--- config.mk ---
export PLATFORM = sky130hd
export DESIGN_NAME = if_stage
export DESIGN_NICKNAME = d
export VERILOG_FILES = /design/src/logic/fetch_pkg.sv /design/src/logic/ibus_pkg.sv /design/src/logic/fetch_ctrl.sv /design/src/logic/prefetch_buffer.sv /design/src/logic/dummy_inserter.sv /design/src/logic/if_stage.sv
export SDC_FILE = /design/constraint.sdc
export NUM_CORES = 1
export LEC_CHECK = 0
export BUFFER_PORTS_ARGS = -buffer_cell sky130_fd_sc_hd__buf_2
export CAP_MARGIN = 20
export CORE_MARGIN = 4
export CORE_UTILIZATION = 23
export DETAILED_ROUTE_END_ITERATION = 12
export GPL_TIMING_DRIVEN = 0
export HOLD_SLACK_MARGIN = 0.08
export PLACE_DENSITY = 0.39
export RECOVER_POWER = 50
export SYNTH_ARGS = -nofsm -noshare
export SYNTH_HDL_FRONTEND = slang
export SYNTH_SLANG_ARGS = --single-unit
export TNS_END_PERCENT = 20
--- constraint.sdc ---
create_clock -name clk -period 3.7 [get_ports clk]
set_clock_uncertainty 0.2 [all_clocks]
set_input_delay 0.74 -clock clk [delete_from_list [all_inputs] [get_ports clk]]
set_output_delay 0.74 -clock clk [all_outputs]
set_load 0.02 [all_outputs]
--- src/logic/fetch_pkg.sv ---
// Pipeline-side types of the fetch stage, imported by the RTL and the decode-side testbench
package fetch_pkg;

  ////////////////////////////////////////////////////////////
  // Privilege level and redirect source
  ////////////////////////////////////////////////////////////

  // Same encoding as the MPP field of mstatus
  typedef enum logic [1:0] {
    PRIV_U = 2'b00,
    PRIV_M = 2'b11
  } priv_lvl_e;

  // Where the next fetch address comes from on a redirect
  typedef enum logic [1:0] {
    PC_BOOT = 2'b00,
    PC_JUMP = 2'b01,
    PC_TRAP = 2'b10
  } pc_mux_e;

  ////////////////////////////////////////////////////////////
  // Controller command and IF/ID payload
  ////////////////////////////////////////////////////////////

  // Driven by the core controller every cycle
  typedef struct packed {
    logic        halt;
    logic        kill;
    logic        pc_set;
    pc_mux_e     pc_mux;
    // Only looked at for PC_JUMP
    logic [31:0] jump_target;
    // Takes effect together with pc_set
    priv_lvl_e   new_priv;
    logic        dummy_en;
  } fetch_cmd_t;

  // One instruction word handed to decode
  typedef struct packed {
    logic [31:0] instr;
    logic [31:0] pc;
    priv_lvl_e   priv_lvl;
    logic        dummy;
    logic        bus_err;
  } if_id_t;

  // Dummy instruction, add x0, x0, x0
  localparam logic [31:0] DUMMY_INSTR = 32'h0000_0033;

endpackage

--- src/logic/ibus_pkg.sv ---
// Instruction bus request and response types, shared by the prefetch buffer and the bus model
package ibus_pkg;

  ////////////////////////////////////////////////////////////
  // Request channel
  ////////////////////////////////////////////////////////////

  // Handshaked with valid/ready outside the struct
  typedef struct packed {
    // Always word aligned, bits [1:0] are zero
    logic [31:0] addr;
  } ibus_req_t;

  ////////////////////////////////////////////////////////////
  // Response channel
  ////////////////////////////////////////////////////////////

  // No back-pressure, responses come back in request order
  typedef struct packed {
    logic [31:0] rdata;
    // Access fault for this word
    logic        err;
  } ibus_rsp_t;

endpackage

--- src/logic/fetch_ctrl.sv ---
// Fetch controller: sequences fetch address, privilege and flushes for the prefetch buffer
module fetch_ctrl
  import fetch_pkg::*;
#(
  parameter logic [31:0] BOOT_ADDR = 32'h0000_0080
) (
  input  logic        clk,
  input  logic        rst_n,
  input  fetch_cmd_t  fetch_cmd_i,
  input  logic [31:0] mtvec_i,
  input  logic        req_fire_i,
  input  logic        outstanding_zero_i,
  output logic [31:0] fetch_addr_o,
  output logic        fetch_en_o,
  output logic        flush_o,
  output priv_lvl_e   priv_lvl_o,
  output logic        halt_o,
  output logic        kill_o,
  output logic        dummy_en_o
);

  // RESET_WAIT spends one cycle before the first request
  // DRAIN parks fetching after a kill that carries no new target
  typedef enum logic [1:0] {
    RESET_WAIT,
    FETCH,
    DRAIN
  } fetch_state_e;

  fetch_state_e state_q;
  fetch_state_e state_d;
  logic [31:0]  fetch_addr_q;
  logic [31:0]  redirect_addr;
  priv_lvl_e    priv_q;
  logic         redirect;

  ////////////////////////////////////////////////////////////
  // Redirect target
  ////////////////////////////////////////////////////////////

  assign redirect = fetch_cmd_i.pc_set;

  always_comb begin
    case (fetch_cmd_i.pc_mux)
      PC_JUMP: redirect_addr = fetch_cmd_i.jump_target;
      // Mode bits of mtvec fall away with the word alignment below
      PC_TRAP: redirect_addr = mtvec_i;
      default: redirect_addr = BOOT_ADDR;
    endcase
  end

  ////////////////////////////////////////////////////////////
  // State machine
  ////////////////////////////////////////////////////////////

  always_comb begin
    state_d = state_q;
    case (state_q)
      RESET_WAIT: begin
        // Bus must be quiet before the boot fetch
        if (redirect || outstanding_zero_i)
          state_d = FETCH;
      end
      FETCH: begin
        // Kill alone leaves no valid address to continue from
        if (fetch_cmd_i.kill && !redirect)
          state_d = DRAIN;
      end
      DRAIN: begin
        if (redirect)
          state_d = FETCH;
      end
      default: state_d = RESET_WAIT;
    endcase
  end

  always_ff @(posedge clk or negedge rst_n) begin
    if (!rst_n) begin
      state_q      <= RESET_WAIT;
      fetch_addr_q <= {BOOT_ADDR[31:2], 2'b00};
      priv_q       <= PRIV_M;
    end else begin
      state_q <= state_d;
      // Redirect wins over the sequential increment
      if (redirect) begin
        fetch_addr_q <= {redirect_addr[31:2], 2'b00};
        priv_q       <= fetch_cmd_i.new_priv;
      end else if (req_fire_i) begin
        fetch_addr_q <= fetch_addr_q + 32'd4;
      end
    end
  end

  ////////////////////////////////////////////////////////////
  // Outputs
  ////////////////////////////////////////////////////////////

  // A redirect always discards the old sequential stream
  assign flush_o      = fetch_cmd_i.kill || redirect;
  // No request in a flush cycle, the new address is used one cycle later
  assign fetch_en_o   = (state_q == FETCH) && !flush_o;
  assign fetch_addr_o = fetch_addr_q;
  assign priv_lvl_o   = priv_q;
  assign halt_o       = fetch_cmd_i.halt;
  assign kill_o       = flush_o;
  assign dummy_en_o   = fetch_cmd_i.dummy_en;

endmodule

--- src/logic/prefetch_buffer.sv ---
// Prefetch buffer: issues bus requests, tags returned words and queues them for the inserter
module prefetch_buffer
  import fetch_pkg::*;
  import ibus_pkg::*;
#(
  parameter int unsigned FIFO_DEPTH = 4
) (
  input  logic        clk,
  input  logic        rst_n,
  input  logic [31:0] fetch_addr_i,
  input  logic        fetch_en_i,
  input  logic        flush_i,
  input  priv_lvl_e   priv_lvl_i,
  output logic        req_fire_o,
  output logic        outstanding_zero_o,
  output ibus_req_t   ibus_req_o,
  output logic        ibus_req_valid_o,
  input  logic        ibus_req_ready_i,
  input  ibus_rsp_t   ibus_rsp_i,
  input  logic        ibus_rsp_valid_i,
  output if_id_t      buf_o,
  output logic        buf_valid_o,
  input  logic        buf_ready_i
);

  localparam int unsigned PTR_W = $clog2(FIFO_DEPTH);
  localparam int unsigned CNT_W = $clog2(FIFO_DEPTH + 1);
  localparam int unsigned SUM_W = CNT_W + 2;
  localparam logic [PTR_W-1:0] LAST_SLOT = PTR_W'(FIFO_DEPTH - 1);

  // Slot allocated at request time, tag written then, data at response time
  logic [31:0]      tag_pc_q   [FIFO_DEPTH];
  priv_lvl_e        tag_priv_q [FIFO_DEPTH];
  ibus_rsp_t        data_q     [FIFO_DEPTH];

  logic [PTR_W-1:0] alloc_ptr_q;
  logic [PTR_W-1:0] fill_ptr_q;
  logic [PTR_W-1:0] rd_ptr_q;
  // Requests in flight for the current stream
  logic [CNT_W-1:0] live_cnt_q;
  // Words filled and waiting for the inserter
  logic [CNT_W-1:0] stored_cnt_q;
  // Requests in flight from before the last flush
  logic [CNT_W-1:0] stale_cnt_q;
  logic [SUM_W-1:0] inflight;
  logic             fill;
  logic             drop;
  logic             pop;

  // Wrap for depths that are not a power of two
  function automatic logic [PTR_W-1:0] ptr_inc(input logic [PTR_W-1:0] ptr);
    return (ptr == LAST_SLOT) ? '0 : ptr + 1'b1;
  endfunction

  ////////////////////////////////////////////////////////////
  // Request side
  ////////////////////////////////////////////////////////////

  // Stale requests count too, so the bus never sees more than FIFO_DEPTH
  assign inflight = SUM_W'(stored_cnt_q) + SUM_W'(live_cnt_q) + SUM_W'(stale_cnt_q);

  assign ibus_req_valid_o   = fetch_en_i && (inflight < SUM_W'(FIFO_DEPTH));
  assign req_fire_o         = ibus_req_valid_o && ibus_req_ready_i;
  assign ibus_req_o.addr    = {fetch_addr_i[31:2], 2'b00};
  assign outstanding_zero_o = (live_cnt_q == '0) && (stale_cnt_q == '0);

  ////////////////////////////////////////////////////////////
  // Response side and pop
  ////////////////////////////////////////////////////////////

  // In-order return, so stale responses always come first
  assign drop = ibus_rsp_valid_i && (stale_cnt_q != '0);
  assign fill = ibus_rsp_valid_i && (stale_cnt_q == '0) && !flush_i;
  assign pop  = buf_ready_i && buf_valid_o && !flush_i;

  always_ff @(posedge clk or negedge rst_n) begin
    if (!rst_n) begin
      alloc_ptr_q  <= '0;
      fill_ptr_q   <= '0;
      rd_ptr_q     <= '0;
      live_cnt_q   <= '0;
      stored_cnt_q <= '0;
      stale_cnt_q  <= '0;
    end else if (flush_i) begin
      alloc_ptr_q  <= '0;
      fill_ptr_q   <= '0;
      rd_ptr_q     <= '0;
      live_cnt_q   <= '0;
      stored_cnt_q <= '0;
      // Live requests turn stale, minus whatever answers this cycle
      stale_cnt_q  <= stale_cnt_q + live_cnt_q - CNT_W'(ibus_rsp_valid_i);
    end else begin
      if (req_fire_o)
        alloc_ptr_q <= ptr_inc(alloc_ptr_q);
      if (fill)
        fill_ptr_q <= ptr_inc(fill_ptr_q);
      if (pop)
        rd_ptr_q <= ptr_inc(rd_ptr_q);
      live_cnt_q   <= live_cnt_q + CNT_W'(req_fire_o) - CNT_W'(fill);
      stored_cnt_q <= stored_cnt_q + CNT_W'(fill) - CNT_W'(pop);
      stale_cnt_q  <= stale_cnt_q - CNT_W'(drop);
    end
  end

  // Storage arrays
  always_ff @(posedge clk) begin
    if (req_fire_o) begin
      tag_pc_q[alloc_ptr_q]   <= ibus_req_o.addr;
      tag_priv_q[alloc_ptr_q] <= priv_lvl_i;
    end
    if (fill)
      data_q[fill_ptr_q] <= ibus_rsp_i;
  end

  ////////////////////////////////////////////////////////////
  // Head of the queue
  ////////////////////////////////////////////////////////////

  assign buf_valid_o    = stored_cnt_q != '0;
  assign buf_o.instr    = data_q[rd_ptr_q].rdata;
  assign buf_o.pc       = tag_pc_q[rd_ptr_q];
  assign buf_o.priv_lvl = tag_priv_q[rd_ptr_q];
  assign buf_o.dummy    = 1'b0;
  assign buf_o.bus_err  = data_q[rd_ptr_q].err;

endmodule

--- src/logic/dummy_inserter.sv ---
// Dummy inserter: places dummy instructions at LFSR-chosen points in the IF/ID stream
module dummy_inserter
  import fetch_pkg::*;
#(
  // Must be at least 1
  parameter logic [3:0] DUMMY_MAX_GAP = 4'd7
) (
  input  logic   clk,
  input  logic   rst_n,
  input  if_id_t buf_i,
  input  logic   buf_valid_i,
  output logic   buf_ready_o,
  input  logic   halt_i,
  input  logic   kill_i,
  input  logic   dummy_en_i,
  output if_id_t if_id_o,
  output logic   if_valid_o,
  input  logic   id_ready_i
);

  logic [15:0] lfsr_q;
  logic        lfsr_fb;
  // Real instructions still to pass before the next dummy
  logic [3:0]  gap_q;
  logic [3:0]  gap_reload;
  // Last cycle offered a word that ID did not take
  logic        hold_q;
  logic        hold_dummy_q;
  logic        insert;
  logic        xfer;

  ////////////////////////////////////////////////////////////
  // Gap selection
  ////////////////////////////////////////////////////////////

  // Taps 16, 14, 13, 11, maximal length
  assign lfsr_fb    = lfsr_q[15] ^ lfsr_q[13] ^ lfsr_q[12] ^ lfsr_q[10];
  // Range 1 to DUMMY_MAX_GAP, never zero so dummies cannot follow each other
  assign gap_reload = (lfsr_q[3:0] % DUMMY_MAX_GAP) + 4'd1;

  // An offer that is waiting keeps its kind until ID takes it
  assign insert = hold_q ? hold_dummy_q : (dummy_en_i && (gap_q == '0));

  ////////////////////////////////////////////////////////////
  // Handshake
  ////////////////////////////////////////////////////////////

  // A dummy needs a real word waiting, it borrows its PC
  assign if_valid_o  = buf_valid_i && !halt_i && !kill_i;
  assign xfer        = if_valid_o && id_ready_i;
  // Pop only on a real transfer, kill drains the buffer
  assign buf_ready_o = kill_i || (xfer && !insert);

  always_comb begin
    if_id_o = buf_i;
    if (insert) begin
      if_id_o.instr   = DUMMY_INSTR;
      if_id_o.dummy   = 1'b1;
      if_id_o.bus_err = 1'b0;
    end
  end

  always_ff @(posedge clk or negedge rst_n) begin
    if (!rst_n) begin
      lfsr_q       <= 16'hACE1;
      gap_q        <= DUMMY_MAX_GAP;
      hold_q       <= 1'b0;
      hold_dummy_q <= 1'b0;
    end else begin
      // Free running
      lfsr_q       <= {lfsr_q[14:0], lfsr_fb};
      hold_q       <= if_valid_o && !id_ready_i;
      hold_dummy_q <= insert;
      if (xfer) begin
        if (insert)
          gap_q <= gap_reload;
        else if (gap_q != '0)
          gap_q <= gap_q - 4'd1;
      end
    end
  end

endmodule

--- src/logic/if_stage.sv ---
// Instruction fetch stage top: controller, prefetch buffer and dummy inserter in one block
module if_stage
  import fetch_pkg::*;
  import ibus_pkg::*;
#(
  parameter logic [31:0] BOOT_ADDR     = 32'h0000_0080,
  parameter int unsigned FIFO_DEPTH    = 4,
  parameter logic [3:0]  DUMMY_MAX_GAP = 4'd7
) (
  input  logic        clk,
  input  logic        rst_n,
  // Controller side
  input  fetch_cmd_t  fetch_cmd_i,
  input  logic [31:0] mtvec_i,
  // Instruction bus
  output ibus_req_t   ibus_req_o,
  output logic        ibus_req_valid_o,
  input  logic        ibus_req_ready_i,
  input  ibus_rsp_t   ibus_rsp_i,
  input  logic        ibus_rsp_valid_i,
  // Decode side
  output if_id_t      if_id_o,
  output logic        if_valid_o,
  input  logic        id_ready_i
);

  ////////////////////////////////////////////////////////////
  // Internal wiring
  ////////////////////////////////////////////////////////////

  logic [31:0] fetch_addr;
  logic        fetch_en;
  logic        flush;
  priv_lvl_e   priv_lvl;
  logic        req_fire;
  logic        outstanding_zero;
  if_id_t      buf_data;
  logic        buf_valid;
  logic        buf_ready;
  logic        halt;
  logic        kill;
  logic        dummy_en;

  fetch_ctrl #(
    .BOOT_ADDR (BOOT_ADDR)
  ) fetch_ctrl_i (
    .clk                (clk),
    .rst_n              (rst_n),
    .fetch_cmd_i        (fetch_cmd_i),
    .mtvec_i            (mtvec_i),
    .req_fire_i         (req_fire),
    .outstanding_zero_i (outstanding_zero),
    .fetch_addr_o       (fetch_addr),
    .fetch_en_o         (fetch_en),
    .flush_o            (flush),
    .priv_lvl_o         (priv_lvl),
    .halt_o             (halt),
    .kill_o             (kill),
    .dummy_en_o         (dummy_en)
  );

  prefetch_buffer #(
    .FIFO_DEPTH (FIFO_DEPTH)
  ) prefetch_buffer_i (
    .clk                (clk),
    .rst_n              (rst_n),
    .fetch_addr_i       (fetch_addr),
    .fetch_en_i         (fetch_en),
    .flush_i            (flush),
    .priv_lvl_i         (priv_lvl),
    .req_fire_o         (req_fire),
    .outstanding_zero_o (outstanding_zero),
    .ibus_req_o         (ibus_req_o),
    .ibus_req_valid_o   (ibus_req_valid_o),
    .ibus_req_ready_i   (ibus_req_ready_i),
    .ibus_rsp_i         (ibus_rsp_i),
    .ibus_rsp_valid_i   (ibus_rsp_valid_i),
    .buf_o              (buf_data),
    .buf_valid_o        (buf_valid),
    .buf_ready_i        (buf_ready)
  );

  // Only place where halt and kill touch if_valid_o
  dummy_inserter #(
    .DUMMY_MAX_GAP (DUMMY_MAX_GAP)
  ) dummy_inserter_i (
    .clk         (clk),
    .rst_n       (rst_n),
    .buf_i       (buf_data),
    .buf_valid_i (buf_valid),
    .buf_ready_o (buf_ready),
    .halt_i      (halt),
    .kill_i      (kill),
    .dummy_en_i  (dummy_en),
    .if_id_o     (if_id_o),
    .if_valid_o  (if_valid_o),
    .id_ready_i  (id_ready_i)
  );

endmodule

# After elaboration in Yosys (flattened, before gate mapping)
# Memories as Yosys holds them, arrays and structs flattened.
# Index checks and enable logic that the tools add are counted.
# word_totals
out_inout_bits,102
latchBits,0
mem_bits_ro,0
mem_count,3
input_bits,110
register_bits,73
ramBits,260
# classes
n_div,1
add_sub_neg,15
multipliers,0
n_eq_ne,10
n_lt_le_gt_ge,1
bitwise,3
shift,0
n_reduce_logical,38
muxes,28
# mem_list
name,depth,width,read_ports,rd_ports_with_merged_regs,write_ports,line_no,rtl
prefetch_buffer_i.data_q,4,33,1,0,1,prefetch_buffer.sv:34,ibus_rsp_t data_q [FIFO_DEPTH];
prefetch_buffer_i.tag_pc_q,4,30,1,0,1,prefetch_buffer.sv:32,logic [31:0] tag_pc_q [FIFO_DEPTH];
prefetch_buffer_i.tag_priv_q,4,2,1,0,1,prefetch_buffer.sv:33,priv_lvl_e tag_priv_q [FIFO_DEPTH];
# ops
operator,count
$mux W32,3
$pmux W32 S2,1
$add A32 B3 Y32 const B,1
$mux W2,13
$logic_and A1 B1 Y1,16
$sub A3 B1 Y3,4
$eq A2 B2 Y1 const B,5
$reduce_bool A2 Y1,5
$mux W3,3
$mux W4,2
$add A2 B1 Y2 const B,3
$add A3 B1 Y3,2
$logic_not A3 Y1,2
$pmux W2 S3,1
$reduce_bool A3 Y1,2
$add A5 B3 Y5,1
$logic_not A1 Y1,5
$lt A5 B3 Y1 const B,1
$mux W1,5
$add A3 B3 Y4,1
$add A4 B1 Y4 const B,1
$eq A2 B1 Y1 const B,2
$logic_not A4 Y1,1
$mod A4 B3 Y4 const B,1
other kinds (10),15

# Depth between registers and ports, before layout
# depth
ltp_word,10
mapped_depth,15

# By module
# A second synthesis with hierarchy kept.
# unflattened
cells_unflattened,953
hier_area_um2,14886.8
# by_module_without_submodules
mod,cells_each,area_per_inst_um2,instances,seq_area_each_um2
prefetch_buffer,500,10857.9,1,8182.8
fetch_ctrl,296,2478.6,1,854.6
dummy_inserter,157,1550.2,1,564.3

# Worst setup path before layout
# Ideal clock, no wire load.
# synth_timing
path_kind,register -> register
from,reg prefetch_buffer_i.stored_cnt_q[0]
to,reg prefetch_buffer_i.live_cnt_q[2]
synth_period_minus_slack_ps,3457
path_buffers,1
required_ps,3368
setup_slack_ps,243
arrival_ps,3126
path_stages_with_launch,16
setup_ps,132
cell_sequence,dfrtp_1 > ha_1 > fa_1 > xor2_1 > ha_1 > nor4_1 > o2111a_2 > nand2_4 > clkinv_4 > buf_4 > ha_1 > inv_1 > fa_1 > xnor2_1 > xnor2_1 > nor2_1
# synth_via
elab_chain_cells,8
# synth_lines
element,line_no,rtl
"start, declared",prefetch_buffer.sv:42,logic [CNT_W-1:0] stored_cnt_q;
"start signal, assigned",prefetch_buffer.sv:100,stored_cnt_q <= stored_cnt_q + CNT_W'(fill) - CNT_W'(pop);
$add A3 B3 Y4,prefetch_buffer.sv:60,assign inflight = SUM_W'(stored_cnt_q) + SUM_W'(live_cnt_q) + SUM_W'(stale_cnt_q);
$add A5 B3 Y5,prefetch_buffer.sv:60,
$lt A5 B3 Y1,prefetch_buffer.sv:62,assign ibus_req_valid_o = fetch_en_i && (inflight < SUM_W'(FIFO_DEPTH));
$logic_and A1 B1 Y1,prefetch_buffer.sv:62,
named net ibus_req_valid_o,if_stage.sv:17,"output logic ibus_req_valid_o,"
$logic_and A1 B1 Y1,prefetch_buffer.sv:63,assign req_fire_o = ibus_req_valid_o && ibus_req_ready_i;
$add A3 B1 Y3,prefetch_buffer.sv:99,live_cnt_q <= live_cnt_q + CNT_W'(req_fire_o) - CNT_W'(fill);
$sub A3 B1 Y3,prefetch_buffer.sv:99,
$mux W3,prefetch_buffer.sv:84,end else if (flush_i) begin
"end signal, assigned",prefetch_buffer.sv:99,
"end, declared",prefetch_buffer.sv:40,logic [CNT_W-1:0] live_cnt_q;
# The timed path passes the listed nets, and every way through them passes these cells.
# A chain may end at the register's enable or synchronous reset.

# Final worst setup path
# layout_timing
from,reg prefetch_buffer_i.stored_cnt_q[0]
to,out ibus_req_valid_o
# layout_via
elab_chain_cells,4
# layout_lines
element,line_no
$add A3 B3 Y4,prefetch_buffer.sv:60
$add A5 B3 Y5,prefetch_buffer.sv:60
$lt A5 B3 Y1,prefetch_buffer.sv:62
$logic_and A1 B1 Y1,prefetch_buffer.sv:62
"end, declared",if_stage.sv:17
# Every way passes these cells.

==> results by group <==
Synthesis
  • EDFF count, synth: between 200 and 300
  • Yosys top cell by area: edfxtp_1
  • Synth top area share: a little under three fifths
  • Syn_area_per_cell: ~16 um^2
  • Sequential share of the synthesized area: 67.9%
  • Yosys cell types: between 60 and 70
  • Seq cells post-synth: ~330
  • Mapped Cells: about 860
  • Synthesis Warnings: 0
  • Fraction of registers with async set/reset: 21.5%
  • Most numerous cell in the Yosys netlist: edfxtp_1
  • Largest cells by area after synthesis: edfxtp_1, mux4_2, dfrtp_1
  • Predominant post-synthesis flop cell: edfxtp_1
  • Netlist Area Pre-Place: 14100 um^2
  • Commonest cells in the netlist: edfxtp_1, mux4_2, dfrtp_1

Drt
  • DRT iter0 DRCs: 363
  • Wirelength, routed: 39.6 mm
  • DR WL/cell: just over 20 um
  • Via density: between 4 and 5
  • Drt first pass iters: 5
  • Final ANT Viol Nets: 0
  • DR vias: about 8500
  • Number of remaining DRC errors: 0

Pwr
  • Leak pwr: 6.31 nW
  • Cell area power density: between 400 and 500 nW/um^2
  • Peak supply drop: a little over 300 uV

Place
  • Port bufs: ~200
  • Global placement routability congestion: 0.739
  • Placed Cells: 1856
  • Placed wire-length estimate: around 27 mm
  • DP Worst Slack: -0.203 ns

Critical path
  • Critical Path RT: roughly 2.8 ns
  • Worst Path Max Fanout: 6
  • Worst Path Class, Setup: reg2out
  • CP arrival: between 2 and 3 ns
  • Crit. End Element: output port
  • Startpoint types: flip-flop

GRT
  • First-pass GRT wire length: a little under 60 mm
  • Largest net degree at the start of global routing: 38
  • Global Route Usage Sum: about an eighth
  • Vias in the first global route: between 9000 and 10000
  • Initial antenna violation count: 5
  • Total gr overflow: 0

Die
  • Core Region: 60600 um^2
  • Die height: ~260 um
  • Row cnt: 90
  • Die X: 256 um
  • Initial Util: approximately a quarter
  • I/O pin count: 212
  • Die area: ~66000 um^2

Final layout
  • Final cell count without fillers: 1931
  • Filler cell count: between 6000 and 7000
  • Layout cells sized above 1: between 20% and 30%
  • Final #Nets: ~1300
  • Layout Utilization: between 20% and 30%
  • Synth-to-layout area growth: 24.1%

Timing
  • Worst hold margin: around 0.15 ns
  • Final hold violations: 0
  • Period Utilization, post-route: between 90% and 100%
  • Slew headroom: -48.6%
  • Max Clock Freq: around 270 MHz
  • Final setup viols: 0
  • Crit path time final: roughly 3.7 ns
  • Setup_tns: 0 ns
  • Final max-slew violation count: 38
  • Setup WS post-layout: 0.0185 ns
  • Slew of the pin with the lowest slew margin: between 2 and 2.5 ns
  • RSZ-0062 raised after global routing: yes

Clocking
  • CTS sink cnt: 331
  • Clk_lat worst skew: between 0.5 and 0.6 ns
  • CTS clk-pin slew, worst paths: 0.06 ns
  • CTS root buffer: clkbuf_16
  • TritonCTS buffer count: 40
  • CTS tree: done
  • H-tree depth: 2
  • Bufs on Longest Clock Path: 3

Run status
  • Outcome: finished, violations left
  • Failing checks: max-capacitance violations, max-slew violations

Flow run
  • MaxCap Viol Count: 1

Hold path
  • Worst min-delay path class: reg2reg
[kinds of logic after synthesis]
family                   after synthesis  share of synthesized area [%]
flip-flops                           331                           67.9
AND/OR/NAND/NOR                      189                           7.31
AO/OA/AOI/OAI                        137                           6.76
multiplexers                          72                           10.9
buffers and inverters                 72                           2.42
adder cells (fa/ha/maj)               36                           3.40
XOR/XNOR                              21                           1.30
other                                  1                         0.0265
[power by group]
group          switching (mW)  total [mW]  internal, mW
sequential             0.0880        4.19          4.11
clock                    1.55        3.69          2.15
combinational           0.360       0.599         0.239
total                    2.00        8.49          6.49
[repair_timing]
item                                    CTS  global route
endpoints found under the hold margin    27             0
buffers inserted                          1             0
pin swaps                                 1             0
hold buffers                              1             0
gates resized for setup                  11             5
gates cloned                              0             0
endpoints found under the setup margin   42            13
[cell type report]
type,instances,area (um^2),area share (%)
clock inverter,15,128,0.727
sequential,331,9600,54.7
timing repair buffer,214,1160,6.59
inverter,28,120,0.684
antenna,2,5.00,0.0285
buffer,43,239,1.36
clock buffer,57,1100,6.24
tap,782,978,5.57
multi-input combinational,459,4230,24.1
[metrics by stage]
step | instance area (um^2) | total power [mW]
finish | 17600 | 8.49
global route | 17500 | 8.85
CTS | 17600 | 8.65
detailed placement | 16400 | 4.89
global placement | 16100 | 4.88
floorplan | 14200 | 4.59
[worst max-delay path, stage by stage (launching register included)]
cell      delay (ns)
dfrtp_1         0.41
ha_1            0.23
fa_1            0.38
xor2_1          0.18
ha_1            0.19
nor4_2          0.26
o2111a_2        0.35
buf_4           0.20
[layout by cell type, fill, tap and decap left out, drive strengths merged, types with 10 or more instances in the layout]
master / instances
buf: 175
dfstp: 14
inv: 29
clkinv: 11
dfrtp: 57
a22oi: 23
a21oi: 31
o22a: 12
nor2: 49
nand2: 28
and2: 39
ha: 32
clkbuf: 138
mux4: 65
nand3: 12
and3: 18
xnor2: 12
o21ai: 16
a31oi: 14
nor3: 10
edfxtp: 260
[metal layers]
metal,vias up,global-route usage (%),part of all wire [%]
met2,183,19.4,48
met4,6,3.61,2.4
li1,3880,-,-
met3,67,2.88,5.2
met1,4318,15.6,44
met5,-,0,0.12
[state kept, by name, indices dropped and copies added, names as in the netlist, 3 cells and up]
signal                          cells
prefetch_buffer_i.tag_pc_q        120
prefetch_buffer_i.live_cnt_q        3
dummy_inserter_i.lfsr_q            16
prefetch_buffer_i.data_q          132
prefetch_buffer_i.stored_cnt_q      3
prefetch_buffer_i.tag_priv_q        8
dummy_inserter_i.gap_q              4
prefetch_buffer_i.stale_cnt_q       3
fetch_ctrl_i.fetch_addr_o          30
[worst paths after layout]
kind / start / end / slack [ns] / cells after the start
max reg2reg: prefetch_buffer_i.stored_cnt_q[0]$_DFF_PN0_ / prefetch_buffer_i.live_cnt_q[2]$_DFF_PN0_ / 0.15 / 14
max in group asynchronous: rst_n / dummy_inserter_i.lfsr_q[15]$_DFF_PN1_ / 0.41 / 3
min: dummy_inserter_i.lfsr_q[8]$_DFF_PN0_ / dummy_inserter_i.lfsr_q[9]$_DFF_PN0_ / 0.15 / 0
max: prefetch_buffer_i.stored_cnt_q[0]$_DFF_PN0_ / ibus_req_valid_o / 0.02 / 7
min in group asynchronous: rst_n / fetch_ctrl_i.fetch_addr_o[20]$_DFFE_PN0P_ / 1.19 / 2
min reg2reg: dummy_inserter_i.lfsr_q[8]$_DFF_PN0_ / dummy_inserter_i.lfsr_q[9]$_DFF_PN0_ / 0.15 / 0
No activity file was read; power rests on OpenSTA's default activity.
